==> src/source/mat_stream_pkg.sv <==
// Shared stream ids, priority order and memory opcode for the matrix engine memory port
package mat_stream_pkg;

  // Number of streamer ports in front of the shared memory port
  parameter int unsigned NumStreams = 4;

  // Width of a stream id, also the width of the mux winner register
  parameter int unsigned StreamIdW = $clog2(NumStreams);

  // Streamer port ids
  // The value is the mux channel index and the priority rank, lowest wins
  typedef enum logic [StreamIdW-1:0] {
    STREAM_W = 2'd0,  // W operand reader, highest priority
    STREAM_X = 2'd1,  // X operand reader
    STREAM_Y = 2'd2,  // Y operand reader
    STREAM_Z = 2'd3   // Z result writer, lowest priority
  } stream_id_e;

  // Memory port opcode
  typedef enum logic {
    OP_READ  = 1'b0,
    OP_WRITE = 1'b1
  } tcdm_op_e;

endpackage : mat_stream_pkg

==> src/source/tcdm_if.sv <==
// Memory port bundle between a streamer, the port mux and the memory bank
`timescale 1ns/1ps

interface tcdm_if #(
  parameter int unsigned ADDR_W = 8,
  parameter int unsigned DATA_W = 32
);

  // Request side, held stable by the initiator until granted
  logic                     req;
  mat_stream_pkg::tcdm_op_e op;
  logic [ADDR_W-1:0]        add;   // Word address
  logic [DATA_W-1:0]        data;  // Write data

  // Response side
  logic                     gnt;
  logic                     r_valid;  // One cycle after a granted read
  logic [DATA_W-1:0]        r_data;

  modport initiator (
    output req, op, add, data,
    input  gnt, r_valid, r_data
  );

  modport target (
    input  req, op, add, data,
    output gnt, r_valid, r_data
  );

endinterface : tcdm_if

==> src/source/stream_reader.sv <==
// Read streamer that fetches len words from consecutive addresses and returns them as strobes
`timescale 1ns/1ps

module stream_reader #(
  parameter int unsigned ADDR_W = 8,
  parameter int unsigned DATA_W = 32,
  parameter int unsigned LEN_W  = 6
) (
  input  logic              clk_i,
  input  logic              rst_ni,
  input  logic              clear_i,
  input  logic              start,
  input  logic [ADDR_W-1:0] base,
  input  logic [LEN_W-1:0]  len,
  output logic              rvalid,
  output logic [DATA_W-1:0] rdata,
  output logic              done,
  tcdm_if.initiator         mem
);

  typedef enum logic {
    IDLE,
    ISSUE
  } state_e;

  state_e             state_q;
  logic [ADDR_W-1:0]  addr_q;
  logic [LEN_W-1:0]   issue_left_q;  // Reads still to be granted
  logic [LEN_W-1:0]   resp_left_q;   // Responses still to come back
  logic               last_resp;

  assign last_resp = (state_q == ISSUE) && mem.r_valid && (resp_left_q == LEN_W'(1));

  always_ff @(posedge clk_i or negedge rst_ni) begin
    if (!rst_ni) begin
      state_q      <= IDLE;
      addr_q       <= '0;
      issue_left_q <= '0;
      resp_left_q  <= '0;
    end else if (clear_i) begin
      state_q      <= IDLE;
      issue_left_q <= '0;
      resp_left_q  <= '0;
    end else begin
      case (state_q)
        IDLE: begin
          if (start && (len != '0)) begin  // Zero length is ignored
            state_q      <= ISSUE;
            addr_q       <= base;
            issue_left_q <= len;
            resp_left_q  <= len;
          end
        end
        ISSUE: begin
          if (mem.req && mem.gnt) begin
            addr_q       <= addr_q + 1'b1;
            issue_left_q <= issue_left_q - 1'b1;
          end
          if (mem.r_valid) resp_left_q <= resp_left_q - 1'b1;
          if (last_resp) state_q <= IDLE;
        end
        default: state_q <= IDLE;
      endcase
    end
  end

  // Address waits at the mux until granted
  assign mem.req  = (state_q == ISSUE) && (issue_left_q != '0);
  assign mem.op   = mat_stream_pkg::OP_READ;
  assign mem.add  = addr_q;
  assign mem.data = '0;

  assign rvalid = mem.r_valid;
  assign rdata  = mem.r_data;
  assign done   = last_resp;

endmodule : stream_reader

==> src/flat_wrapper.sv <==
// flat-port wrapper written by rule: the top's interface ports become plain ports
module stream_reader_flat 
#(
  parameter int unsigned ADDR_W = 8,
  parameter int unsigned DATA_W = 32,
  parameter int unsigned LEN_W  = 6
)
  (clk_i, rst_ni, clear_i, start, base, len, rvalid, rdata, done, mem_req, mem_op, mem_add, mem_data, mem_gnt, mem_r_valid, mem_r_data);
  tcdm_if #(.ADDR_W(ADDR_W), .DATA_W(DATA_W)) mem_i ();
  input  logic clk_i;
  input  logic rst_ni;
  input  logic clear_i;
  input  logic start;
  input  logic [ADDR_W-1:0] base;
  input  logic [LEN_W-1:0] len;
  output logic rvalid;
  output logic [DATA_W-1:0] rdata;
  output logic done;
  output wire logic [$bits(mem_i.req)-1:0] mem_req;
  output wire logic [$bits(mem_i.op)-1:0] mem_op;
  output wire logic [$bits(mem_i.add)-1:0] mem_add;
  output wire logic [$bits(mem_i.data)-1:0] mem_data;
  input wire logic [$bits(mem_i.gnt)-1:0] mem_gnt;
  input wire logic [$bits(mem_i.r_valid)-1:0] mem_r_valid;
  input wire logic [$bits(mem_i.r_data)-1:0] mem_r_data;
  assign mem_req = mem_i.req;
  assign mem_op = mem_i.op;
  assign mem_add = mem_i.add;
  assign mem_data = mem_i.data;
  assign mem_i.gnt = mem_gnt;
  assign mem_i.r_valid = mem_r_valid;
  assign mem_i.r_data = mem_r_data;
  stream_reader #(.ADDR_W(ADDR_W), .DATA_W(DATA_W), .LEN_W(LEN_W)) u_core (.clk_i(clk_i), .rst_ni(rst_ni), .clear_i(clear_i), .start(start), .base(base), .len(len), .rvalid(rvalid), .rdata(rdata), .done(done), .mem(mem_i));
endmodule
==> config.mk <==
export PLATFORM = sky130hd
export DESIGN_NAME = stream_reader_flat
export DESIGN_NICKNAME = d
export VERILOG_FILES = /design/src/source/mat_stream_pkg.sv /design/src/source/tcdm_if.sv /design/src/source/stream_reader.sv /design/src/flat_wrapper.sv
export SDC_FILE = /design/constraint.sdc
export NUM_CORES = 1
export LEC_CHECK = 0
export ABC_AREA = 1
export BUFFER_PORTS_ARGS = -buffer_cell sky130_fd_sc_hd__buf_2
export CAP_MARGIN = 15
export CORE_UTILIZATION = 40
export CTS_BUF_LIST = sky130_fd_sc_hd__clkbuf_4 sky130_fd_sc_hd__clkbuf_8
export DETAILED_ROUTE_END_ITERATION = 6
export PLACE_DENSITY = 0.89
export REMOVE_ABC_BUFFERS = 1
export SETUP_SLACK_MARGIN = 0.3
export SLEW_MARGIN = 40
export SYNTH_ARGS = -nofsm -noshare
export SYNTH_HDL_FRONTEND = slang
export SYNTH_SLANG_ARGS = --single-unit
export TNS_END_PERCENT = 50
==> constraint.sdc <==
create_clock -name clk_i -period 1.3 [get_ports clk_i]
set_input_delay 0.325 -clock clk_i [delete_from_list [all_inputs] [get_ports clk_i]]
set_output_delay 0.325 -clock clk_i [all_outputs]
set_load 0.01 [all_outputs]
==> insert_results.sql, run 1 <==
INSERT INTO impl_metrics (metric_group, metric, value, unit) VALUES
('place', 'detailedPlace.worstSlack', '-0.0652', 'ns'),
('critical_path', 'path_cells', 'inv_2 -> ha_1 -> nand4_1 -> nor3_2 -> buf_2', ''),
('sta', 'period_minus_slack', '1.57', 'ns'),
('cells_and_area', 'final_nets', '381', ''),
('synthesis', 'ys.warnings.count', '0', ''),
('route', 'met3WireLength', '905', 'um'),
('cts', 'cts.path.max_buffers', '2', ''),
('sta', 'timing.fmax', '636', 'MHz'),
('route', 'route.detailed.wl_per_inst', '17.7', 'um'),
('sta', 'rsz0062_at_grt', 'true', ''),
('cts', 'cts.clk_slew.worst_paths', '0.08', 'ns'),
('cts', 'cts_tree', 'built', ''),
('critical_path', 'timing.critical_path.slowest_stage_cell', 'dfrtp_1', ''),
('cts', 'cts_hold_buf', '0', ''),
('sta', 'timing_hold_violations_final', '0', ''),
('cells_and_area', 'fin_util', '52.2', '%'),
('sta', 'finalSetupViolCount', '16', ''),
('floorplanning', 'core-area', '4790', 'um2'),
('sta', 'timing.final.max_slew_violations', '0', ''),
('floorplanning', 'design.die.area', '5360', 'um2'),
('critical_path', 'critical_path_capture_point_type', 'primary output', ''),
('floorplanning', 'initial_utilization', '42.4', '%'),
('synthesis', 'synth.cell_area', '2030', 'um2'),
('outcome', 'violations_in_the_final_reports', 'setup timing', ''),
('synthesis', 'synth_sequential_area_ratio', '25.9', '%'),
('synthesis', 'synth.ff_latch_count', '21', ''),
('synthesis', 'post_synthesis_cell_type_count', '25', ''),
('grt', 'global_route.usage.total', '24.4', '%'),
('route', 'routed_wl', '6.91', 'mm'),
('critical_path', 'worst_path_arrival_time', '1.25', 'ns'),
('route', 'via_count', '2065', ''),
('grt', 'grt_max_degree', '22', ''),
('place', 'place.port_buffers', '30', ''),
('floorplanning', 'placementRows', '25', ''),
('cells_and_area', 'post_route_cells_drive_above_1_share', '40.6', '%'),
('cts', 'clk-insertion-delay-late', '0.26', 'ns'),
('sta', 'hold_slack_final', '0.0164', 'ns'),
('route', 'dr_wl_met2', '3.12', 'mm'),
('floorplanning', 'die_height', '73.2', 'um'),
('synthesis', 'synth_cells', '293', ''),
('route', 'dr.max_layer_used', 'met4', ''),
('route', 'count_of_routing_violations_after_the_opening_detailed_route_iteration', '198', ''),
('cells_and_area', 'area_delta_synth_final', '23.1', '%'),
('cells_and_area', 'final-seq-area', '533', 'um2'),
('pwr', 'p_leak', '1.28', 'nW'),
('route', 'drt-pass1-iter-count', '4', ''),
('critical_path', 'timing.critical_path.fanout_max', '2', ''),
('critical_path', 'timing.setup.critical_path_class', 'reg2out', ''),
('pwr', 'pwr_density_cell', '1070', 'nW/um2'),
('sta', 'final_ws_setup', '-0.272', 'ns'),
('cts', 'cts_buffers', '3', ''),
('floorplanning', 'ios', '128', ''),
('floorplanning', 'die_width', '73.2', 'um'),
('cts', 'htree_levels', '1', ''),
('cells_and_area', 'stdcell_count', '390', ''),
('hold_path', 'worst_hold_path_type', 'in2async', ''),
('route', 'via_per_inst', '5.29', ''),
('outcome', 'status', 'finished with violations', ''),
('cells_and_area', 'multi_input_area', '1250', 'um2'),
('grt', 'wire_length_of_the_first_global_routing_pass', '9.58', 'mm'),
('cells_and_area', 'num-fill-cells', '408', ''),
('flow_run', 'drv.max_cap_violation_count', '0', ''),
('cts', 'clock_sinks', '21', ''),
('sta', 'post-route-period-util', '121', '%'),
('pwr', 'worst_ir_drop_vdd', '897', 'uV'),
('critical_path', 'required', '0.98', 'ns'),
('route', 'ant_nets', '0', ''),
('synthesis', 'syn-mean-instance-area', '6.92', 'um2'),
('place', 'gp_congestion', '0.891', ''),
('critical_path', 'slowest_delay', '0.39', 'ns'),
('route', 'drt-met1-wl', '2.59', 'mm'),
('place', 'placedCellCount', '379', ''),
('critical_path', 'critical_path.startpoint_type', 'flop', ''),
('route', 'drt_drc_violations_left', '0', ''),
('cts', 'cts_root_buf', 'clkbuf_8', ''),
('grt', 'globalRoute.totalOverflow', '0', ''),
('sta', 'fin_skew', '0.00382', 'ns'),
('grt', 'number_of_antenna_violations_at_the_first_check_in_global_routing', '0', ''),
('cells_and_area', 'antennaDiodeCount', '0', ''),
('grt', 'grt_pass1_vias', '1875', ''),
('pwr', 'total_power', '2.68', 'mW'),
('place', 'dp_hpwl', '4.50', 'mm');
power by group:
group	internal (mW)	switching [mW]	total [mW]
clock	0.214	0.228	0.441
sequential	0.767	0.152	0.919
combinational	0.591	0.732	1.32
final cells by class:
class,instances,share of cell area (%)
sequential,21,21.4
tap,67,3.36
multi-input combinational,215,50.3
clock buffer,3,1.65
clock inverter,1,0.201
timing repair buffer,65,20.4
inverter,18,2.81
layout by cell type, fill, tap and decap left out, drive strengths merged:
cell type  synthesis  routed
a21oi             11      11
buf               72      65
clkbuf             0       3
clkinv             0       1
conb               1      33
dfrtp             21      21
ha                 5       5
inv               18      18
nand2             87      88
nand3             32      32
nand4              4       4
nor2              25      25
nor3               2       2
o21ai             11      11
o21bai             2       2
or2                1       1
xnor2              1       1
layer usage:
layer	vias to the layer above	GRT usage [%]
li1	894	-
met5	-	7.07
met4	0	7.84
met3	33	12.3
met2	174	36.4
met1	964	30.0
sequential cells by signal (all words and copies together), names as in the netlist:
name	flops
u_core.issue_left_q	6
u_core.mem.add	8
u_core.resp_left_q	6
u_core.state_q	1
critical path, delay by kind of cell, from the launching register on:
kind | cells | cell delay [ns]
buffers and inverters | 2 | 0.22
AND/OR/NAND/NOR | 2 | 0.24
flip-flops | 1 | 0.39
adder cells (fa/ha/maj) | 1 | 0.13
logic make-up (layout without fill, tap and decap cells):
logic type	after synthesis	after routing	synth area share [%]
fa+ha+maj	5	5	3.08
compound gates	24	24	6.35
other cells	1	33	0.185
buf+inv	90	87	30.2
flops	21	21	25.9
xor+xnor	1	1	0.432
simple gates	151	152	33.9
synth_stat cells:
cell,instances,area share (%)
a21oi_1,11,2.7
buf_2,1,0.25
buf_4,70,26
buf_6,1,0.56
conb_1,1,0.18
dfrtp_1,21,26
ha_1,5,3.1
inv_1,17,3.1
inv_4,1,0.31
nand2_1,85,16
nand2_2,1,0.31
nand2_4,1,0.56
nand3_1,27,6.7
nand3_2,2,0.99
nand3_4,3,2.6
nand4_1,4,1.2
nor2_1,24,4.4
nor2_4,1,0.56
nor3_1,2,0.49
o21ai_0,6,1.5
o21ai_1,4,0.99
o21ai_2,1,0.43
o21bai_1,2,0.74
or2_2,1,0.31
xnor2_1,1,0.43
repair_timing:
item,4_1_cts,5_1_grt
setup buffers,3,3
pin swaps,16,13
gates cloned,1,0
setup endpoints to repair,31,31
resized for setup,45,39
final timing paths:
path                                   startpoint                    end  slack (ns)  cells after the start
max                         u_core.resp_left_q[1]                   done       -0.27                      5
min                                        rst_ni      u_core.mem.add[4]        0.02                      1
max reg2reg                u_core.issue_left_q[1]      u_core.mem.add[5]       -0.17                      9
min reg2reg                 u_core.resp_left_q[5]  u_core.resp_left_q[5]        0.53                      2
max in group asynchronous                  rst_ni         u_core.state_q        0.92                      1
min in group clk_i                        base[7]      u_core.mem.add[7]        0.38                      5
metrics by stage:
stage | cell area [um2] | TNS (ns)
after CTS | 2350 | -1.24
after detailed placement | 2070 | -0.566
after floorplan | 1610 | -3.23
final | 2500 | -2.52
after global placement | 2070 | -0.113
after global routing | 2500 | -3.15
No activity file was read; power rests on OpenSTA's default activity.
==> run 2: changes to the inputs <==
--- a/config.mk
+++ b/config.mk
@@ -5,7 +5,6 @@
 export SDC_FILE = /design/constraint.sdc
 export NUM_CORES = 1
 export LEC_CHECK = 0
-export ABC_AREA = 1
 export BUFFER_PORTS_ARGS = -buffer_cell sky130_fd_sc_hd__buf_2
 export CAP_MARGIN = 15
 export CORE_UTILIZATION = 40
==> run 2 against run 1 <==
The run still ends with setup timing left; non-clock buffer count up 32; utilization increased by 5.8 points; synthesized cell count is 20% lower; design area is 12% higher; die area up 1.4%; critical path type unchanged; largest cell class unchanged.
==> insert_results.sql, run 2 <==
INSERT INTO impl_metrics (metric_group, metric, value, unit) VALUES
('synthesis', 'ys.warnings.count', '0', ''),
('grt', 'number_of_antenna_violations_at_the_first_check_in_global_routing', '0', ''),
('sta', 'timing.final.max_slew_violations', '0', ''),
('floorplanning', 'design.die.area', '5440', 'um2'),
('critical_path', 'critical_path.startpoint_type', 'flop', ''),
('cts', 'cts_root_buf', 'clkbuf_8', ''),
('grt', 'grt_pass1_vias', '1888', ''),
('route', 'count_of_routing_violations_after_the_opening_detailed_route_iteration', '166', ''),
('synthesis', 'yosysMostFrequentCell', 'buf_4', ''),
('pwr', 'worst_ir_drop_vdd', '629', 'uV'),
('route', 'drt-pass1-iter-count', '4', ''),
('pwr', 'clockPowerShare', '17.0', '%'),
('place', 'place.port_buffers', '30', ''),
('sta', 'timing_worst_slew_pin_value', '0.538', 'ns'),
('flow_run', 'drv.max_cap_violation_count', '0', ''),
('place', 'dp_hpwl', '4.96', 'mm'),
('floorplanning', 'die_height', '73.7', 'um'),
('cells_and_area', 'fin_util', '57.9', '%'),
('sta', 'hold_slack_final', '0.0183', 'ns'),
('critical_path', 'timing.critical_path.fanout_max', '2', ''),
('cells_and_area', 'most-common-layout-cells', 'buf_4 (51), conb_1 (33), buf_2 (27)', ''),
('cts', 'clk-insertion-delay-late', '0.27', 'ns'),
('floorplanning', 'placementRows', '25', ''),
('pwr', 'power.sequential.fraction', '32.7', '%'),
('sta', 'finalSetupViolCount', '23', ''),
('hold_path', 'worst_hold_path_type', 'in2async', ''),
('synthesis', 'post_synthesis_cell_type_count', '61', ''),
('sta', 'timing.fmax', '584', 'MHz'),
('route', 'via_count', '2064', ''),
('sta', 'timing_hold_violations_final', '0', ''),
('route', 'drt_drc_violations_left', '0', ''),
('outcome', 'status', 'finished with violations', ''),
('cts', 'clock_sinks', '21', ''),
('place', 'post_dp_cell_area', '2300', 'um2'),
('pwr', 'switchingPower', '1.12', 'mW'),
('floorplanning', 'core-area', '4850', 'um2'),
('sta', 'final_ws_setup', '-0.411', 'ns'),
('sta', 'post-route-period-util', '132', '%'),
('cells_and_area', 'area_delta_synth_final', '36.4', '%'),
('cts', 'cts_tree', 'built', ''),
('route', 'ant_nets', '0', ''),
('route', 'route.detailed.wl_per_inst', '21.3', 'um'),
('pwr', 'comb_power_share', '50.3', '%'),
('synthesis', 'yosys.area.top_type_share', '25.5', '%'),
('cts', 'cts.path.max_buffers', '2', ''),
('pwr', 'p_leak', '1.26', 'nW'),
('cells_and_area', 'layout.cell_area.non_filler', '2810', 'um2'),
('floorplanning', 'initial_utilization', '42.5', '%'),
('route', 'dr_wl_met2', '3.53', 'mm'),
('grt', 'global_route.usage.total', '26.9', '%'),
('cells_and_area', 'antennaDiodeCount', '0', ''),
('pwr', 'total_power', '2.90', 'mW'),
('route', 'via_per_inst', '5.75', ''),
('critical_path', 'timing.setup.critical_path_class', 'reg2out', ''),
('sta', 'slew_headroom', '64.1', '%'),
('synthesis', 'post_synth_most_frequent_cells', 'buf_4 (67), dfrtp_1 (21), nor3_1 (15)', ''),
('route', 'dr.max_layer_used', 'met5', ''),
('place', 'gp_congestion', '0.884', ''),
('sta', 'tns', '-7.00', 'ns'),
('critical_path', 'ff2ff_setup_slack', '-0.39', 'ns'),
('synthesis', 'synth_sequential_area_ratio', '25.5', '%'),
('pwr', 'switching_share', '38.5', '%'),
('cells_and_area', 'stdcell_count', '359', ''),
('route', 'drt-met1-wl', '2.95', 'mm'),
('critical_path', 'critical_path_capture_point_type', 'primary output', ''),
('critical_path', 'path_cells', 'inv_2 -> ha_4 -> nand3b_1 -> nor4_2 -> buf_2', ''),
('synthesis', 'post_synth_main_area_contributors', 'dfrtp_1 (26%), buf_4 (24%), nor3_1 (3.6%), ha_1 (3.0%), nand2b_1 (3.0%)', ''),
('cells_and_area', 'final_nets', '350', ''),
('synthesis', 'synthDominantAreaCellType', 'dfrtp_1', ''),
('cells_and_area', 'largest_reg_flops', '8', ''),
('sta', 'period_minus_slack', '1.71', 'ns'),
('sta', 'rsz0062_at_grt', 'true', ''),
('sta', 'fin_skew', '0.0124', 'ns'),
('synthesis', 'synth-edff-count', '0', ''),
('route', 'routed_wl', '7.65', 'mm'),
('place', 'placedCellCount', '346', ''),
('pwr', 'internal_power', '1.79', 'mW'),
('synthesis', 'synth.cell_area', '2060', 'um2'),
('floorplanning', 'ios', '128', ''),
('synthesis', 'syn-mean-instance-area', '8.76', 'um2'),
('cells_and_area', 'most_common_library_cell_in_the_layout_ignoring_fill_and_taps', 'buf_4', ''),
('cts', 'cts.clk_slew.worst_paths', '0.10', 'ns'),
('grt', 'grt_max_degree', '22', ''),
('synthesis', 'synth-main-ff-cell', 'dfrtp_1', ''),
('pwr', 'pwr_density_cell', '1030', 'nW/um2'),
('floorplanning', 'die_width', '73.7', 'um'),
('grt', 'globalRoute.totalOverflow', '0', ''),
('critical_path', 'worst_path_arrival_time', '1.39', 'ns'),
('synthesis', 'share_of_flip_flops_with_an_asynchronous_set_or_reset_after_synthesis', '100', '%'),
('outcome', 'violations_in_the_final_reports', 'setup timing', ''),
('critical_path', 'timing.critical_path.slowest_stage_cell', 'dfrtp_1', ''),
('cts', 'cts_buffers', '3', ''),
('critical_path', 'required', '0.98', 'ns'),
('place', 'detailedPlace.worstSlack', '-0.611', 'ns'),
('critical_path', 'slowest_delay', '0.41', 'ns'),
('cts', 'htree_levels', '1', ''),
('synthesis', 'synth.ff_latch_count', '21', ''),
('synthesis', 'synth_cells', '235', ''),
('cells_and_area', 'post_route_cells_drive_above_1_share', '55.5', '%'),
('grt', 'wire_length_of_the_first_global_routing_pass', '10.5', 'mm'),
('route', 'met3WireLength', '973', 'um');
-- run 2: cell count changes in the layout (fill, tap and decap cells not counted), sizes merged, moves of 4 or more --
cell    previous run  this run
o21ai             11         3
nand2b             0        10
buf               65        97
nand4              4         0
and4               0         7
nor3               2        15
nand3             32         6
o31ai              0         5
nor2              25         5
inv               18         8
nand2             88         6
-- run 2: path summary, 6_finish.rpt --
| path | start | endpoint | depth (start not counted) |
|---|---|---|---|
| hold reg to reg | u_core.mem.add[1] | u_core.mem.add[1] | 2 |
| setup reg to reg | u_core.issue_left_q[0] | u_core.mem.add[5] | 7 |
| max in group asynchronous | rst_ni | u_core.mem.add[1] | 1 |
| min in group clk_i | base[0] | u_core.mem.add[0] | 3 |
| hold / removal | rst_ni | u_core.resp_left_q[5] | 1 |
| setup / recovery | u_core.resp_left_q[1] | done | 5 |
-- run 2: power groups by stage --
stage | Clock (mW) | Sequential, mW | Combinational [mW]
CTS | 0.496 | 0.909 | 1.26
global route | 0.533 | 0.956 | 1.55
finish | 0.495 | 0.949 | 1.46
global placement | 0 | 0.893 | 1.01
floorplan | 0 | 0.943 | 0.460
detailed placement | 0 | 0.907 | 1.05
-- run 2: critical path, delay by kind of cell (launching register included) --
kind	cells	cell delay (ns)
buffers and inverters	2	0.28
flip-flops	1	0.41
adder cells (fa/ha/maj)	1	0.12
AND/OR/NAND/NOR	2	0.31
-- run 2: logic make-up after synthesis --
family                   after synthesis  share of synthesized area (%)
AO/OA/AOI/OAI                         52                           21.1
XOR/XNOR                               1                          0.426
adder cells (fa/ha/maj)                5                           3.04
buffers and inverters                 84                           28.4
flip-flops                            21                           25.5
multiplexers                           3                           1.46
other                                  1                          0.182
AND/OR/NAND/NOR                       68                           19.8
-- run 2: area by class of cell --
cell class,count,area [um2]
Tap cell,67,83.8
Multi-Input combinational cell,162,1370
Inverter,8,32.5
Clock buffer,4,48.8
Sequential cell,21,528
Fill cell,430,2040
Timing Repair Buffer,97,744
-- run 2: metal layers --
layer  vias to the layer above  track usage [%]
met5                         -             12.1
met4                         4             3.42
met3                        18             15.5
met2                       154             43.0
met1                      1014             31.2
li1                        874                -
-- run 2: repair_timing --
item                       in CTS  in global routing
gates cloned                    1                  1
setup buffers                   6                  1
pin swaps                      23                 10
gates resized for setup        50                 31
hold buffers                    0                  0
setup endpoints to repair      31                 31
