--- src/source/mat_stream_pkg.sv ---
// Shared stream ids, priority order and memory opcode for the matrix engine memory port
package mat_stream_pkg;

  // Number of streamer ports in front of the shared memory port
  parameter int unsigned NumStreams = 4;

  // Width of a stream id, also the width of the mux winner register
  parameter int unsigned StreamIdW = $clog2(NumStreams);

  // Streamer port ids
  // The value is the mux channel index and the priority rank, lowest wins
  typedef enum logic [StreamIdW-1:0] {
    STREAM_W = 2'd0,  // W operand reader, highest priority
    STREAM_X = 2'd1,  // X operand reader
    STREAM_Y = 2'd2,  // Y operand reader
    STREAM_Z = 2'd3   // Z result writer, lowest priority
  } stream_id_e;

  // Memory port opcode
  typedef enum logic {
    OP_READ  = 1'b0,
    OP_WRITE = 1'b1
  } tcdm_op_e;

endpackage : mat_stream_pkg

--- src/source/tcdm_if.sv ---
// Memory port bundle between a streamer, the port mux and the memory bank
`timescale 1ns/1ps

interface tcdm_if #(
  parameter int unsigned ADDR_W = 8,
  parameter int unsigned DATA_W = 32
);

  // Request side, held stable by the initiator until granted
  logic                     req;
  mat_stream_pkg::tcdm_op_e op;
  logic [ADDR_W-1:0]        add;   // Word address
  logic [DATA_W-1:0]        data;  // Write data

  // Response side
  logic                     gnt;
  logic                     r_valid;  // One cycle after a granted read
  logic [DATA_W-1:0]        r_data;

  modport initiator (
    output req, op, add, data,
    input  gnt, r_valid, r_data
  );

  modport target (
    input  req, op, add, data,
    output gnt, r_valid, r_data
  );

endinterface : tcdm_if

--- src/source/stream_writer.sv ---
// Write streamer that buffers result words and stores them at consecutive addresses
`timescale 1ns/1ps

module stream_writer #(
  parameter int unsigned ADDR_W       = 8,
  parameter int unsigned DATA_W       = 32,
  parameter int unsigned Z_FIFO_DEPTH = 4
) (
  input  logic              clk_i,
  input  logic              rst_ni,
  input  logic              clear_i,
  input  logic              start,
  input  logic [ADDR_W-1:0] base,
  input  logic              valid,
  input  logic [DATA_W-1:0] wdata,
  output logic              done,
  output logic              overflow,
  tcdm_if.initiator         mem
);

  localparam int unsigned PTR_W = (Z_FIFO_DEPTH > 1) ? $clog2(Z_FIFO_DEPTH) : 1;
  localparam int unsigned CNT_W = $clog2(Z_FIFO_DEPTH + 1);

  logic [DATA_W-1:0] fifo_q [Z_FIFO_DEPTH];
  logic [PTR_W-1:0]  wr_ptr_q, rd_ptr_q;
  logic [CNT_W-1:0]  count_q;
  logic [ADDR_W-1:0] addr_q;
  logic              full, push, pop;

  assign full = (count_q == CNT_W'(Z_FIFO_DEPTH));
  assign push = valid && !full;   // A word into a full FIFO is lost
  assign pop  = mem.req && mem.gnt;

  always_ff @(posedge clk_i or negedge rst_ni) begin
    if (!rst_ni) begin
      wr_ptr_q <= '0;
      rd_ptr_q <= '0;
      count_q  <= '0;
      overflow <= 1'b0;
    end else if (clear_i) begin
      wr_ptr_q <= '0;
      rd_ptr_q <= '0;
      count_q  <= '0;
      overflow <= 1'b0;
    end else begin
      if (push) wr_ptr_q <= (wr_ptr_q == PTR_W'(Z_FIFO_DEPTH - 1)) ? '0 : wr_ptr_q + 1'b1;
      if (pop)  rd_ptr_q <= (rd_ptr_q == PTR_W'(Z_FIFO_DEPTH - 1)) ? '0 : rd_ptr_q + 1'b1;
      if (push && !pop) count_q <= count_q + 1'b1;
      else if (pop && !push) count_q <= count_q - 1'b1;
      if (valid && full) overflow <= 1'b1;  // Sticky until clear
    end
  end

  // Payload storage
  always_ff @(posedge clk_i) begin
    if (push) fifo_q[wr_ptr_q] <= wdata;
  end

  // Start sets the base, each grant steps to the next word
  always_ff @(posedge clk_i or negedge rst_ni) begin
    if (!rst_ni) begin
      addr_q <= '0;
    end else if (start) begin
      addr_q <= base;
    end else if (pop) begin
      addr_q <= addr_q + 1'b1;
    end
  end

  assign mem.req  = (count_q != '0);
  assign mem.op   = mat_stream_pkg::OP_WRITE;
  assign mem.add  = addr_q;
  assign mem.data = fifo_q[rd_ptr_q];

  assign done = pop && (count_q == CNT_W'(1)) && !push;  // Last buffered word leaves

endmodule : stream_writer

--- src/flat_wrapper.sv ---
// flat-port wrapper written by rule: the top's interface ports become plain ports
module stream_writer_flat 
#(
  parameter int unsigned ADDR_W       = 8,
  parameter int unsigned DATA_W       = 32,
  parameter int unsigned Z_FIFO_DEPTH = 4
)
  (clk_i, rst_ni, clear_i, start, base, valid, wdata, done, overflow, mem_req, mem_op, mem_add, mem_data, mem_gnt, mem_r_valid, mem_r_data);
  tcdm_if #(.ADDR_W(ADDR_W), .DATA_W(DATA_W)) mem_i ();
  input  logic clk_i;
  input  logic rst_ni;
  input  logic clear_i;
  input  logic start;
  input  logic [ADDR_W-1:0] base;
  input  logic valid;
  input  logic [DATA_W-1:0] wdata;
  output logic done;
  output logic overflow;
  output wire logic [$bits(mem_i.req)-1:0] mem_req;
  output wire logic [$bits(mem_i.op)-1:0] mem_op;
  output wire logic [$bits(mem_i.add)-1:0] mem_add;
  output wire logic [$bits(mem_i.data)-1:0] mem_data;
  input wire logic [$bits(mem_i.gnt)-1:0] mem_gnt;
  input wire logic [$bits(mem_i.r_valid)-1:0] mem_r_valid;
  input wire logic [$bits(mem_i.r_data)-1:0] mem_r_data;
  assign mem_req = mem_i.req;
  assign mem_op = mem_i.op;
  assign mem_add = mem_i.add;
  assign mem_data = mem_i.data;
  assign mem_i.gnt = mem_gnt;
  assign mem_i.r_valid = mem_r_valid;
  assign mem_i.r_data = mem_r_data;
  stream_writer #(.ADDR_W(ADDR_W), .DATA_W(DATA_W), .Z_FIFO_DEPTH(Z_FIFO_DEPTH)) u_core (.clk_i(clk_i), .rst_ni(rst_ni), .clear_i(clear_i), .start(start), .base(base), .valid(valid), .wdata(wdata), .done(done), .overflow(overflow), .mem(mem_i));
endmodule
--- config.mk ---
export PLATFORM = sky130hd
export DESIGN_NAME = stream_writer_flat
export DESIGN_NICKNAME = d
export VERILOG_FILES = /design/src/source/mat_stream_pkg.sv /design/src/source/tcdm_if.sv /design/src/source/stream_writer.sv /design/src/flat_wrapper.sv
export SDC_FILE = /design/constraint.sdc
export NUM_CORES = 1
export LEC_CHECK = 0
export BUFFER_PORTS_ARGS = -buffer_cell sky130_fd_sc_hd__buf_2
export CORE_UTILIZATION = 49
export CTS_CLUSTER_SIZE = 12
export DETAILED_ROUTE_END_ITERATION = 6
export GPL_ROUTABILITY_DRIVEN = 0
export HOLD_SLACK_MARGIN = 0.08
export PLACE_DENSITY = 0.77
export SYNTH_ARGS = -nofsm -noshare
export SYNTH_HDL_FRONTEND = slang
export SYNTH_SLANG_ARGS = --single-unit
--- constraint.sdc ---
create_clock -name clk_i -period 2.4 [get_ports clk_i]
set_input_delay 0.24 -clock clk_i [delete_from_list [all_inputs] [get_ports clk_i]]
set_output_delay 0.24 -clock clk_i [all_outputs]
set_load 0.005 [all_outputs]
==> impl_metrics.csv, run 1 <==
group,metric,value,unit
route,ant_nets,0,
hold_path,hold_path.class,"input port to register",
place,place_ws,409,ps
setup_path,worstPathArrival,2030,ps
place,io_buffers,88,
layout,drive_gt1_frac,0.380,
sta,skew,10.1,ps
sta,hold_viol_final,0,
floorplan,die_x,109,um
run,drv_cap,0,
global_route,grt_pass1_wl,16000,um
floorplan,chipHeight,109,um
logic_synthesis,ys_warn_count,0,
global_route,overflow,0,
global_route,use_met2,0.314,
sta,setup_slack,127,ps
setup_path,critPathKind,"register to output pin",
logic_synthesis,synth_edf_count,128,
global_route,grtUsageMet3,0.0610,
layout,fin_nets,511,
clock_tree,cts_buffer_depth,2,
setup_path,r2r-end,"u_core.count_q[2]",
sta,slew_viol_final,0,
layout,syn2layout_area_growth,31.0,%
clock_tree,clk_pin_slew,50,ps
logic_synthesis,synth_nets,368,
logic_synthesis,synth_top_cell_by_area,"edfxtp_1",
route,routed_wl,10000,um
logic_synthesis,yosys-top-cells-count,"edfxtp_1, mux4_2, dfrtp_1",
route,drc,0,
logic_synthesis,syn_area_per_cell,20.1,um2
logic_synthesis,yosysSeqAreaShare,0.756,
global_route,grt_antenna_before_repair,0,
power_and_ir_drop,power,7480,uW
power_and_ir_drop,leakage,0.00269,uW
floorplan,initial_utilization,0.511,
clock_tree,clk_latency,410,ps
power_and_ir_drop,p_per_area,1020,mW/mm2
floorplan,ios,123,
route,vias,2980,
logic_synthesis,synthTopCellsByArea,"edfxtp_1, mux4_2, dfrtp_1",
outcome,status,"completed",
global_route,grt_pass1_vias,3200,
sta,fin_setup_tns,0,ps
setup_path,r2r-start,"u_core.count_q[1]",
sta,grt_setup_unrepaired,"false",
place,hpwl,5820,um
clock_tree,postCtsSetupBuffers,0,
global_route,grtUsageMet1,0.233,
clock_tree,clock_sinks,144,
clock_tree,cts_tree,"done",
clock_tree,h-tree-depth,4,
sta,clock.fmax,0.440,GHz
route,first_iter_violations,163,
logic_synthesis,async_reset_ff_frac,0.111,
global_route,grt_max_degree,35,
clock_tree,numCtsBuffers,17,
logic_synthesis,ys_seq_elements,144,
global_route,grt_util_all_layers,0.188,
setup_path,reg2reg_depth,7,
setup_path,start_kind,"register",
logic_synthesis,netlist_area,0.00561,mm2
setup_path,path_max_fanout,12,
route,via_per_inst,5.19,
clock_tree,root_buffer,"clkbuf_16",
setup_path,cp-end-kind,"output pin",
setup_path,crit_end,"done",
route,avgRoutedWirePerCell,17.5,um
floorplan,die_area,0.0119,mm2
logic_synthesis,synthFlopType,"edfxtp_1",
setup_path,cp.required,2160,ps
setup_path,crit_path_start,"u_core.count_q[1]",
logic_synthesis,yosysTopAreaCellShare,0.685,
layout,utilization,0.670,
sta,finalSetupViolCount,0,
sta,fin_crit,2270,ps
floorplan,design.core.area,0.0110,mm2
floorplan,rows,38,
layout,antennaDiodeCount,0,
setup_path,r2r_slack,380,ps
global_route,grt.busiest_layer,"met2",
logic_synthesis,synth_cell_type_count,33,
logic_synthesis,post-synth-top-count-cell,"edfxtp_1",
sta,period_share,0.947,
power_and_ir_drop,ir_drop,0.474,mV
route,first_pass_iters,4,
sta,slew_headroom,0.440,
logic_synthesis,synth_cells,279,
sta,worstMarginPinSlew,841,ps
critical path, cell delays in order, from the launching register on:
cell,delay (ps)
dfrtp_1,390
inv_1,100
ha_1,220
nor2b_4,160
clkinv_2,100
nand2_2,180
nor4b_2,310
buf_2,160
placed cells by master (no fill, tap or decap), drive strengths merged, types with 2 or more instances in the layout:
cell type	instances
nand3	4
xor2	2
buf	96
a31oi	4
nor2	9
or3	2
a21oi	4
edfxtp	128
nand2	14
nor3	3
clkbuf	19
nor4b	2
clkinvlp	2
and2	4
xnor2	5
inv	6
bufinv	6
dlygate4sd3	41
ha	10
and3	2
clkinv	5
dfrtp	16
nor2b	2
mux4	32
o21ai	8
registers in the layout, indices dropped and copies added, names as in the netlist:
register         flops
u_core.rd_ptr_q      2
u_core.fifo_q      128
u_core.wr_ptr_q      2
u_core.overflow      1
u_core.mem.add       8
u_core.count_q       3
what timing repair did:
item,4_1_cts,5_1_grt
endpoints found under the setup margin,0,1
hold endpoints to repair,152,0
hold buffers,41,0
gates resized for setup,0,2
area by class of cell:
class	count	area, um2
Timing Repair Buffer	137	961
Inverter	7	27.5
Clock inverter	12	215
Fill cell	732	3630
Clock buffer	19	433
Tap cell	140	175
Multi-Input combinational cell	115	1290
Sequential cell	144	4250
report_power, final:
part | internal (uW) | switching [uW]
combinational | 773 | 670
clock | 1930 | 935
sequential | 3020 | 150
worst min path at each step:
stage / start / endpoint / slack (ps) / cells past startpoint
6_report: clear_i / u_core.rd_ptr_q[0] / 100 / 2
3_5_place_dp: rst_ni / u_core.mem.add[0] / 170 / 1
4_1_cts: clear_i / u_core.rd_ptr_q[0] / 90 / 2
3_3_place_gp: rst_ni / u_core.mem.add[1] / 180 / 1
2_1_floorplan: rst_ni / u_core.count_q[0] / -60 / 0
5_1_grt: clear_i / u_core.wr_ptr_q[0] / 110 / 2
metrics by stage:
step	instance area, um2	hold WS (ps)	instances
floorplan	5610	-55.6	279
global placement	6280	177	502
detailed placement	6280	173	502
CTS	7340	88.7	574
global route	7350	108	574
finish	7350	104	574
cell families (layout without fill, tap and decap cells):
logic type      Yosys count  after routing  share of synthesized area
compound gates           18             18                     0.0181
xor+xnor                  8              8                     0.0149
fa+ha+maj                10             10                     0.0223
buf+inv                  20            175                     0.0160
flops                   144            144                      0.756
mux                      34             34                      0.132
other cells               1              1                   0.000668
simple gates             44             44                     0.0397
per-layer routing:
layer,part of all wire,up-vias
met5,0,-
met4,0.0093,0
met3,0.053,9
met2,0.51,91
met1,0.42,1479
li1,-,1401
(Power assumes the default switching activity.)
==> run 2, diff against run 1 <==
--- a/config.mk
+++ b/config.mk
@@ -5,6 +5,7 @@
 export SDC_FILE = /design/constraint.sdc
 export NUM_CORES = 1
 export LEC_CHECK = 0
+export ABC_AREA = 1
 export BUFFER_PORTS_ARGS = -buffer_cell sky130_fd_sc_hd__buf_2
 export CORE_UTILIZATION = 49
 export CTS_CLUSTER_SIZE = 12
==> impl_metrics.csv, run 2 <==
group,metric,value,unit
floorplan,die_area,0.0122,mm2
outcome,status,"completed",
logic_synthesis,synth_fa_ha_area_frac,0.0216,
route,vias,4015,
hold_path,hold_path.class,"input port to register",
logic_synthesis,synth_cells,446,
sta,slew_headroom,0.558,
global_route,grt_pass1_vias,4065,
floorplan,rows,39,
logic_synthesis,synthTopCellsByArea,"edfxtp_1, dfrtp_1, o21ai_0",
setup_path,slowest_stage,"buf_4",
global_route,grt_antenna_before_repair,0,
logic_synthesis,ys_seq_elements,144,
layout,fillers,822,
clock_tree,clk_pin_slew,60,ps
global_route,overflow,0,
setup_path,start_kind,"register",
logic_synthesis,synthSimpleGateAreaFrac,0.0921,
sta,grt_setup_unrepaired,"false",
setup_path,crit_chain,"buf_4, o21ai_0, o22ai_1, buf_2",
sta,setup_slack,180,ps
logic_synthesis,yosysTopAreaCellShare,0.664,
sta,fin_crit,2220,ps
sta,hold_viol_final,0,
clock_tree,cts_tree,"done",
sta,worstMarginPinSlew,663,ps
logic_synthesis,synth_nets,535,
clock_tree,cts_resized,0,
route,first_pass_iters,5,
power_and_ir_drop,leakage,0.00282,uW
place,post-place-cells,667,
logic_synthesis,yosys-top-cells-count,"edfxtp_1, nor2_1, o21ai_0",
sta,skew,10.8,ps
logic_synthesis,syn_area_per_cell,13.0,um2
layout,ff_latch_area,0.00425,mm2
global_route,grt_max_degree,67,
setup_path,critPathKind,"register to output pin",
setup_path,path_max_fanout,66,
logic_synthesis,synth_cell_type_count,28,
clock_tree,h-tree-depth,4,
floorplan,chipHeight,111,um
layout,instances_no_fill,736,
layout,layout_common_cells,"edfxtp_1, buf_2, o21ai_0",
logic_synthesis,synthFlopType,"edfxtp_1",
logic_synthesis,muxShareOfSynthArea,0,
clock_tree,clk_latency,420,ps
floorplan,die_x,111,um
layout,multiInputGateArea,0.00138,mm2
global_route,grt_util_all_layers,0.210,
logic_synthesis,ys_warn_count,0,
route,via_per_inst,5.46,
layout,largest_reg_flops,128,
setup_path,slowest_delay,530,ps
layout,drive_gt1_frac,0.243,
layout,syn2layout_area_growth,28.6,%
setup_path,cp_top_family,"buffers and inverters",
layout,final_common_cell,"edfxtp_1",
clock_tree,cts_buffer_depth,2,
route,ant_nets,0,
logic_synthesis,synth_compound_area_frac,0.110,
floorplan,design.core.area,0.0115,mm2
place,io_buffers,88,
floorplan,initial_utilization,0.505,
global_route,grt_pass1_wl,19500,um
route,drc,0,
logic_synthesis,yosysSeqAreaShare,0.733,
route,first_iter_violations,296,
sta,period_share,0.925,
sta,slew_viol_final,0,
logic_synthesis,synth_top_family_by_area,"compound AO/OA/AOI/OAI gates",
sta,clock.fmax,0.450,GHz
layout,fin_nets,670,
floorplan,ios,123,
logic_synthesis,synth_top_cell_by_area,"edfxtp_1",
logic_synthesis,synth_xor_area_frac,0.00908,
power_and_ir_drop,p_per_area,1030,mW/mm2
layout,antennaDiodeCount,0,
run,drv_cap,0,
logic_synthesis,post-synth-top-count-cell,"edfxtp_1",
route,avgRoutedWirePerCell,16.9,um
setup_path,cp.required,2160,ps
clock_tree,numCtsBuffers,17,
logic_synthesis,netlist_area,0.00579,mm2
setup_path,worstPathArrival,1980,ps
clock_tree,root_buffer,"clkbuf_16",
power_and_ir_drop,ir_drop,0.722,mV
place,hpwl,7030,um
sta,finalSetupViolCount,0,
clock_tree,clock_sinks,144,
logic_synthesis,synth_edf_count,128,
place,place_ws,276,ps
layout,top_register,"u_core.fifo_q",
route,routed_wl,12400,um
power_and_ir_drop,power,7640,uW
setup_path,path_buf_inv,2,
logic_synthesis,async_reset_ff_frac,0.111,
setup_path,cp-end-kind,"output pin",
[run 2: final timing paths]
check / depth (start not counted) / to / start / slack (ps)
worst min-delay path: 3 / u_core.overflow / valid / 110
min in group asynchronous: 2 / u_core.mem.add[3] / rst_ni / 280
max in group asynchronous: 2 / u_core.rd_ptr_q[0] / rst_ni / 1820
worst max register to register: 6 / u_core.fifo_q[3][31] / u_core.count_q[0] / 260
worst max-delay path: 4 / mem_data[31] / u_core.rd_ptr_q[0] / 180
worst min register to register: 2 / u_core.count_q[1] / u_core.count_q[1] / 530
[run 2: metrics by stage]
step | TNS, ps | hold slack [ps] | area, um2 | util
6_report | 0 | 107 | 7440 | 0.649
5_1_grt | 0 | 116 | 7440 | 0.649
4_1_cts | 0 | 86.5 | 7440 | 0.649
3_5_place_dp | 0 | 185 | 6490 | 0.566
3_3_place_gp | 0 | 174 | 6490 | 0.566
2_1_floorplan | -61490 | -55.6 | 5790 | -
[run 2: logic make-up after synthesis]
| logic type | Yosys count |
|---|---|
| buffers and inverters | 47 |
| other | 1 |
| and+or+nand+nor | 124 |
| xor gates and xnor gates | 6 |
| DFF | 144 |
| AOI/OAI and AO/OA | 114 |
| adders and majority gates | 10 |
[run 2: final cells by class]
| cell class | count | area share |
|---|---|---|
| flip-flops and latches | 144 | 0.570 |
| multi-input cells | 255 | 0.186 |
| repair buffers | 138 | 0.131 |
| clock buffers | 19 | 0.0582 |
| well taps | 143 | 0.0240 |
| clock inverters | 12 | 0.0182 |
| inverters | 25 | 0.0126 |
[run 2: layer usage]
layer / track usage / share of wire / up-vias
met2: 0.345 / 0.49 / 165
met1: 0.251 / 0.42 / 1940
met3: 0.0683 / 0.068 / 26
met4: 0.0969 / 0.021 / 0
li1: - / - / 1884
met5: 0 / 0 / -
[run 2: where the power goes]
group          total [uW]  internal [uW]  switching, uW
Sequential           3180           3050            128
Clock                2520           1530            996
Combinational        1940            749           1190
Total                7640           5330           2320
[run 2: worst reg2reg max path: stages, from the launching register on]
cell,delay (ps)
dfrtp_1,390
inv_1,90
ha_1,290
a21oi_4,280
inv_1,240
nor2_4,360
buf_12,210
[run 2: repair_timing]
item / CTS / global route
setup endpoints to repair: 0 / 0
endpoints found under the hold margin: 147 / 0
hold buffers: 38 / 0
setup buffers: 0 / 0
==> run 3, diff against run 2 <==
--- a/config.mk
+++ b/config.mk
@@ -13,6 +13,7 @@
 export GPL_ROUTABILITY_DRIVEN = 0
 export HOLD_SLACK_MARGIN = 0.08
 export PLACE_DENSITY = 0.77
+export RECOVER_POWER = 50
 export SYNTH_ARGS = -nofsm -noshare
 export SYNTH_HDL_FRONTEND = slang
 export SYNTH_SLANG_ARGS = --single-unit
==> impl_metrics.csv, run 3 (synthesis gave the netlist of run 2 again) <==
group,metric,value,unit
outcome,status,"completed",
global_route,grt_max_degree,67,
layout,fin_area,0.00737,mm2
sta,fin_crit,2210,ps
power_and_ir_drop,netSwitchingPower,2290,uW
global_route,grt_util_all_layers,0.210,
layout,fin_nets,670,
power_and_ir_drop,internal_power,5310,uW
power_and_ir_drop,leakage,0.00271,uW
layout,largest_reg_flops,128,
sta,slew_headroom,0.382,
place,placed_area,0.00649,mm2
setup_path,path_max_fanout,66,
power_and_ir_drop,seqPwrFrac,0.418,
setup_path,cp-end-kind,"output pin",
layout,top_register,"u_core.fifo_q",
clock_tree,cts_buffer_depth,2,
floorplan,chipHeight,111,um
sta,skew,10.6,ps
setup_path,r2r-end,"u_core.fifo_q[3][31]",
setup_path,critPathKind,"register to output pin",
setup_path,reg2reg_depth,6,
setup_path,crit_chain,"buf_4, o21ai_0, o22ai_1, buf_2",
setup_path,slowest_stage,"buf_4",
route,ant_nets,0,
sta,setup_slack,186,ps
hold_path,hold_depth,3,
global_route,use_met2,0.345,
layout,ff_latch_area,0.00425,mm2
hold_path,hold_end,"u_core.overflow",
power_and_ir_drop,power,7600,uW
sta,fin_setup_tns,0,ps
clock_tree,clk_latency,420,ps
power_and_ir_drop,p_per_area,1030,mW/mm2
setup_path,worstPathArrival,1970,ps
route,routed_wl,12300,um
hold_path,holdCritStartpoint,"valid",
floorplan,design.core.area,0.0115,mm2
global_route,grt.busiest_layer,"met2",
sta,finalSetupViolCount,0,
global_route,grt_pass1_vias,4065,
layout,final_common_cell,"edfxtp_1",
sta,hold_viol_final,0,
layout,layout_common_cells,"edfxtp_1, o21ai_0, nor2_1",
clock_tree,numCtsBuffers,17,
sta,slew_viol_final,0,
setup_path,r2r-start,"u_core.count_q[0]",
power_and_ir_drop,switching_share,0.301,
clock_tree,clk_pin_slew,60,ps
route,avgRoutedWirePerCell,16.8,um
sta,grt_setup_unrepaired,"false",
sta,clock.fmax,0.452,GHz
clock_tree,clock_sinks,144,
layout,fillers,845,
route,first_pass_iters,4,
setup_path,cp.required,2160,ps
global_route,overflow,0,
route,first_iter_violations,266,
place,io_buffers,88,
sta,period_share,0.922,
floorplan,initial_utilization,0.505,
power_and_ir_drop,ir_drop,0.714,mV
clock_tree,h-tree-depth,4,
clock_tree,cts_tree,"done",
power_and_ir_drop,combPwrFrac,0.250,
place,place_ws,276,ps
sta,worstMarginPinSlew,928,ps
power_and_ir_drop,clkPwrFrac,0.332,
clock_tree,root_buffer,"clkbuf_16",
floorplan,rows,39,
global_route,grt_pass1_wl,19500,um
setup_path,start_kind,"register",
global_route,grtUsageMet1,0.251,
layout,syn2layout_area_growth,27.4,%
setup_path,r2r_slack,310,ps
layout,multiInputGateArea,0.00136,mm2
layout,antennaDiodeCount,0,
run,drv_cap,0,
place,hpwl,7030,um
floorplan,die_x,111,um
floorplan,die_area,0.0122,mm2
hold_path,hold_path.class,"input port to register",
global_route,grt_antenna_before_repair,0,
global_route,grtUsageMet3,0.0683,
setup_path,path_buf_inv,2,
layout,drive_gt1_frac,0.177,
route,drc,0,
clock_tree,postCtsSetupBuffers,0,
sta,fin_hold_ws,109,ps
setup_path,crit_cells,4,
setup_path,cp_top_family,"buffers and inverters",
floorplan,ios,123,
route,vias,3981,
route,via_per_inst,5.41,
setup_path,slowest_delay,530,ps
[run 3: cell count changes in the layout (fill, tap and decap cells not counted), sizes merged]
cell / before / now
buf: 100 / 64
clkbuf: 19 / 55
[run 3: worst max path at each step]
stage                                  start              endpoint  slack [ps]
after detailed placement   u_core.count_q[0]  u_core.fifo_q[3][19]         280
after global placement     u_core.count_q[0]  u_core.fifo_q[3][16]         310
after floorplan            u_core.count_q[0]   u_core.fifo_q[0][0]        -480
after CTS                 u_core.rd_ptr_q[0]          mem_data[31]         180
after global routing      u_core.rd_ptr_q[0]          mem_data[31]          70
final                     u_core.rd_ptr_q[0]          mem_data[31]         190
[run 3: through the flow]
stage	instances	util
detailed placement	667	0.566
global placement	667	0.566
finish	736	0.643
floorplan	446	-
CTS	736	0.649
global route	736	0.643
[run 3: worst register-to-register path, delay by kind of cell (launching register included)]
| kind | cells | cell delay [ps] |
|---|---|---|
| AO/OA/AOI/OAI | 1 | 240 |
| adder cells (fa/ha/maj) | 1 | 290 |
| buffers and inverters | 3 | 520 |
| flip-flops | 1 | 390 |
| AND/OR/NAND/NOR | 1 | 350 |
[run 3: metal layers]
metal  routed length [um]  up-vias
li1                     -     1884
met1                 5190     1906
met2                 6100      171
met3                  854       20
met4                  196        0
met5                    0        -
[run 3: power groups by stage]
stage / combinational, uW / sequential [uW] / clock [uW]
after floorplan: 1090 / 3210 / 0
after global placement: 1830 / 3200 / 0
after detailed placement: 1880 / 3220 / 0
after CTS: 1950 / 3170 / 2540
after global routing: 2110 / 3200 / 2640
final: 1900 / 3180 / 2520
[run 3: layout make-up]
cell class / count / area share
well taps: 143 / 0.0243
clock buffers: 19 / 0.0587
repair buffers: 138 / 0.126
clock inverters: 12 / 0.0183
multi-input cells: 255 / 0.184
inverters: 25 / 0.0127
flip-flops and latches: 144 / 0.576
[run 3: repair_timing]
| action | 4_1_cts | 5_1_grt |
|---|---|---|
| resized for setup | 0 | 0 |
| hold buffers | 38 | 0 |
| hold endpoints to repair | 147 | 0 |
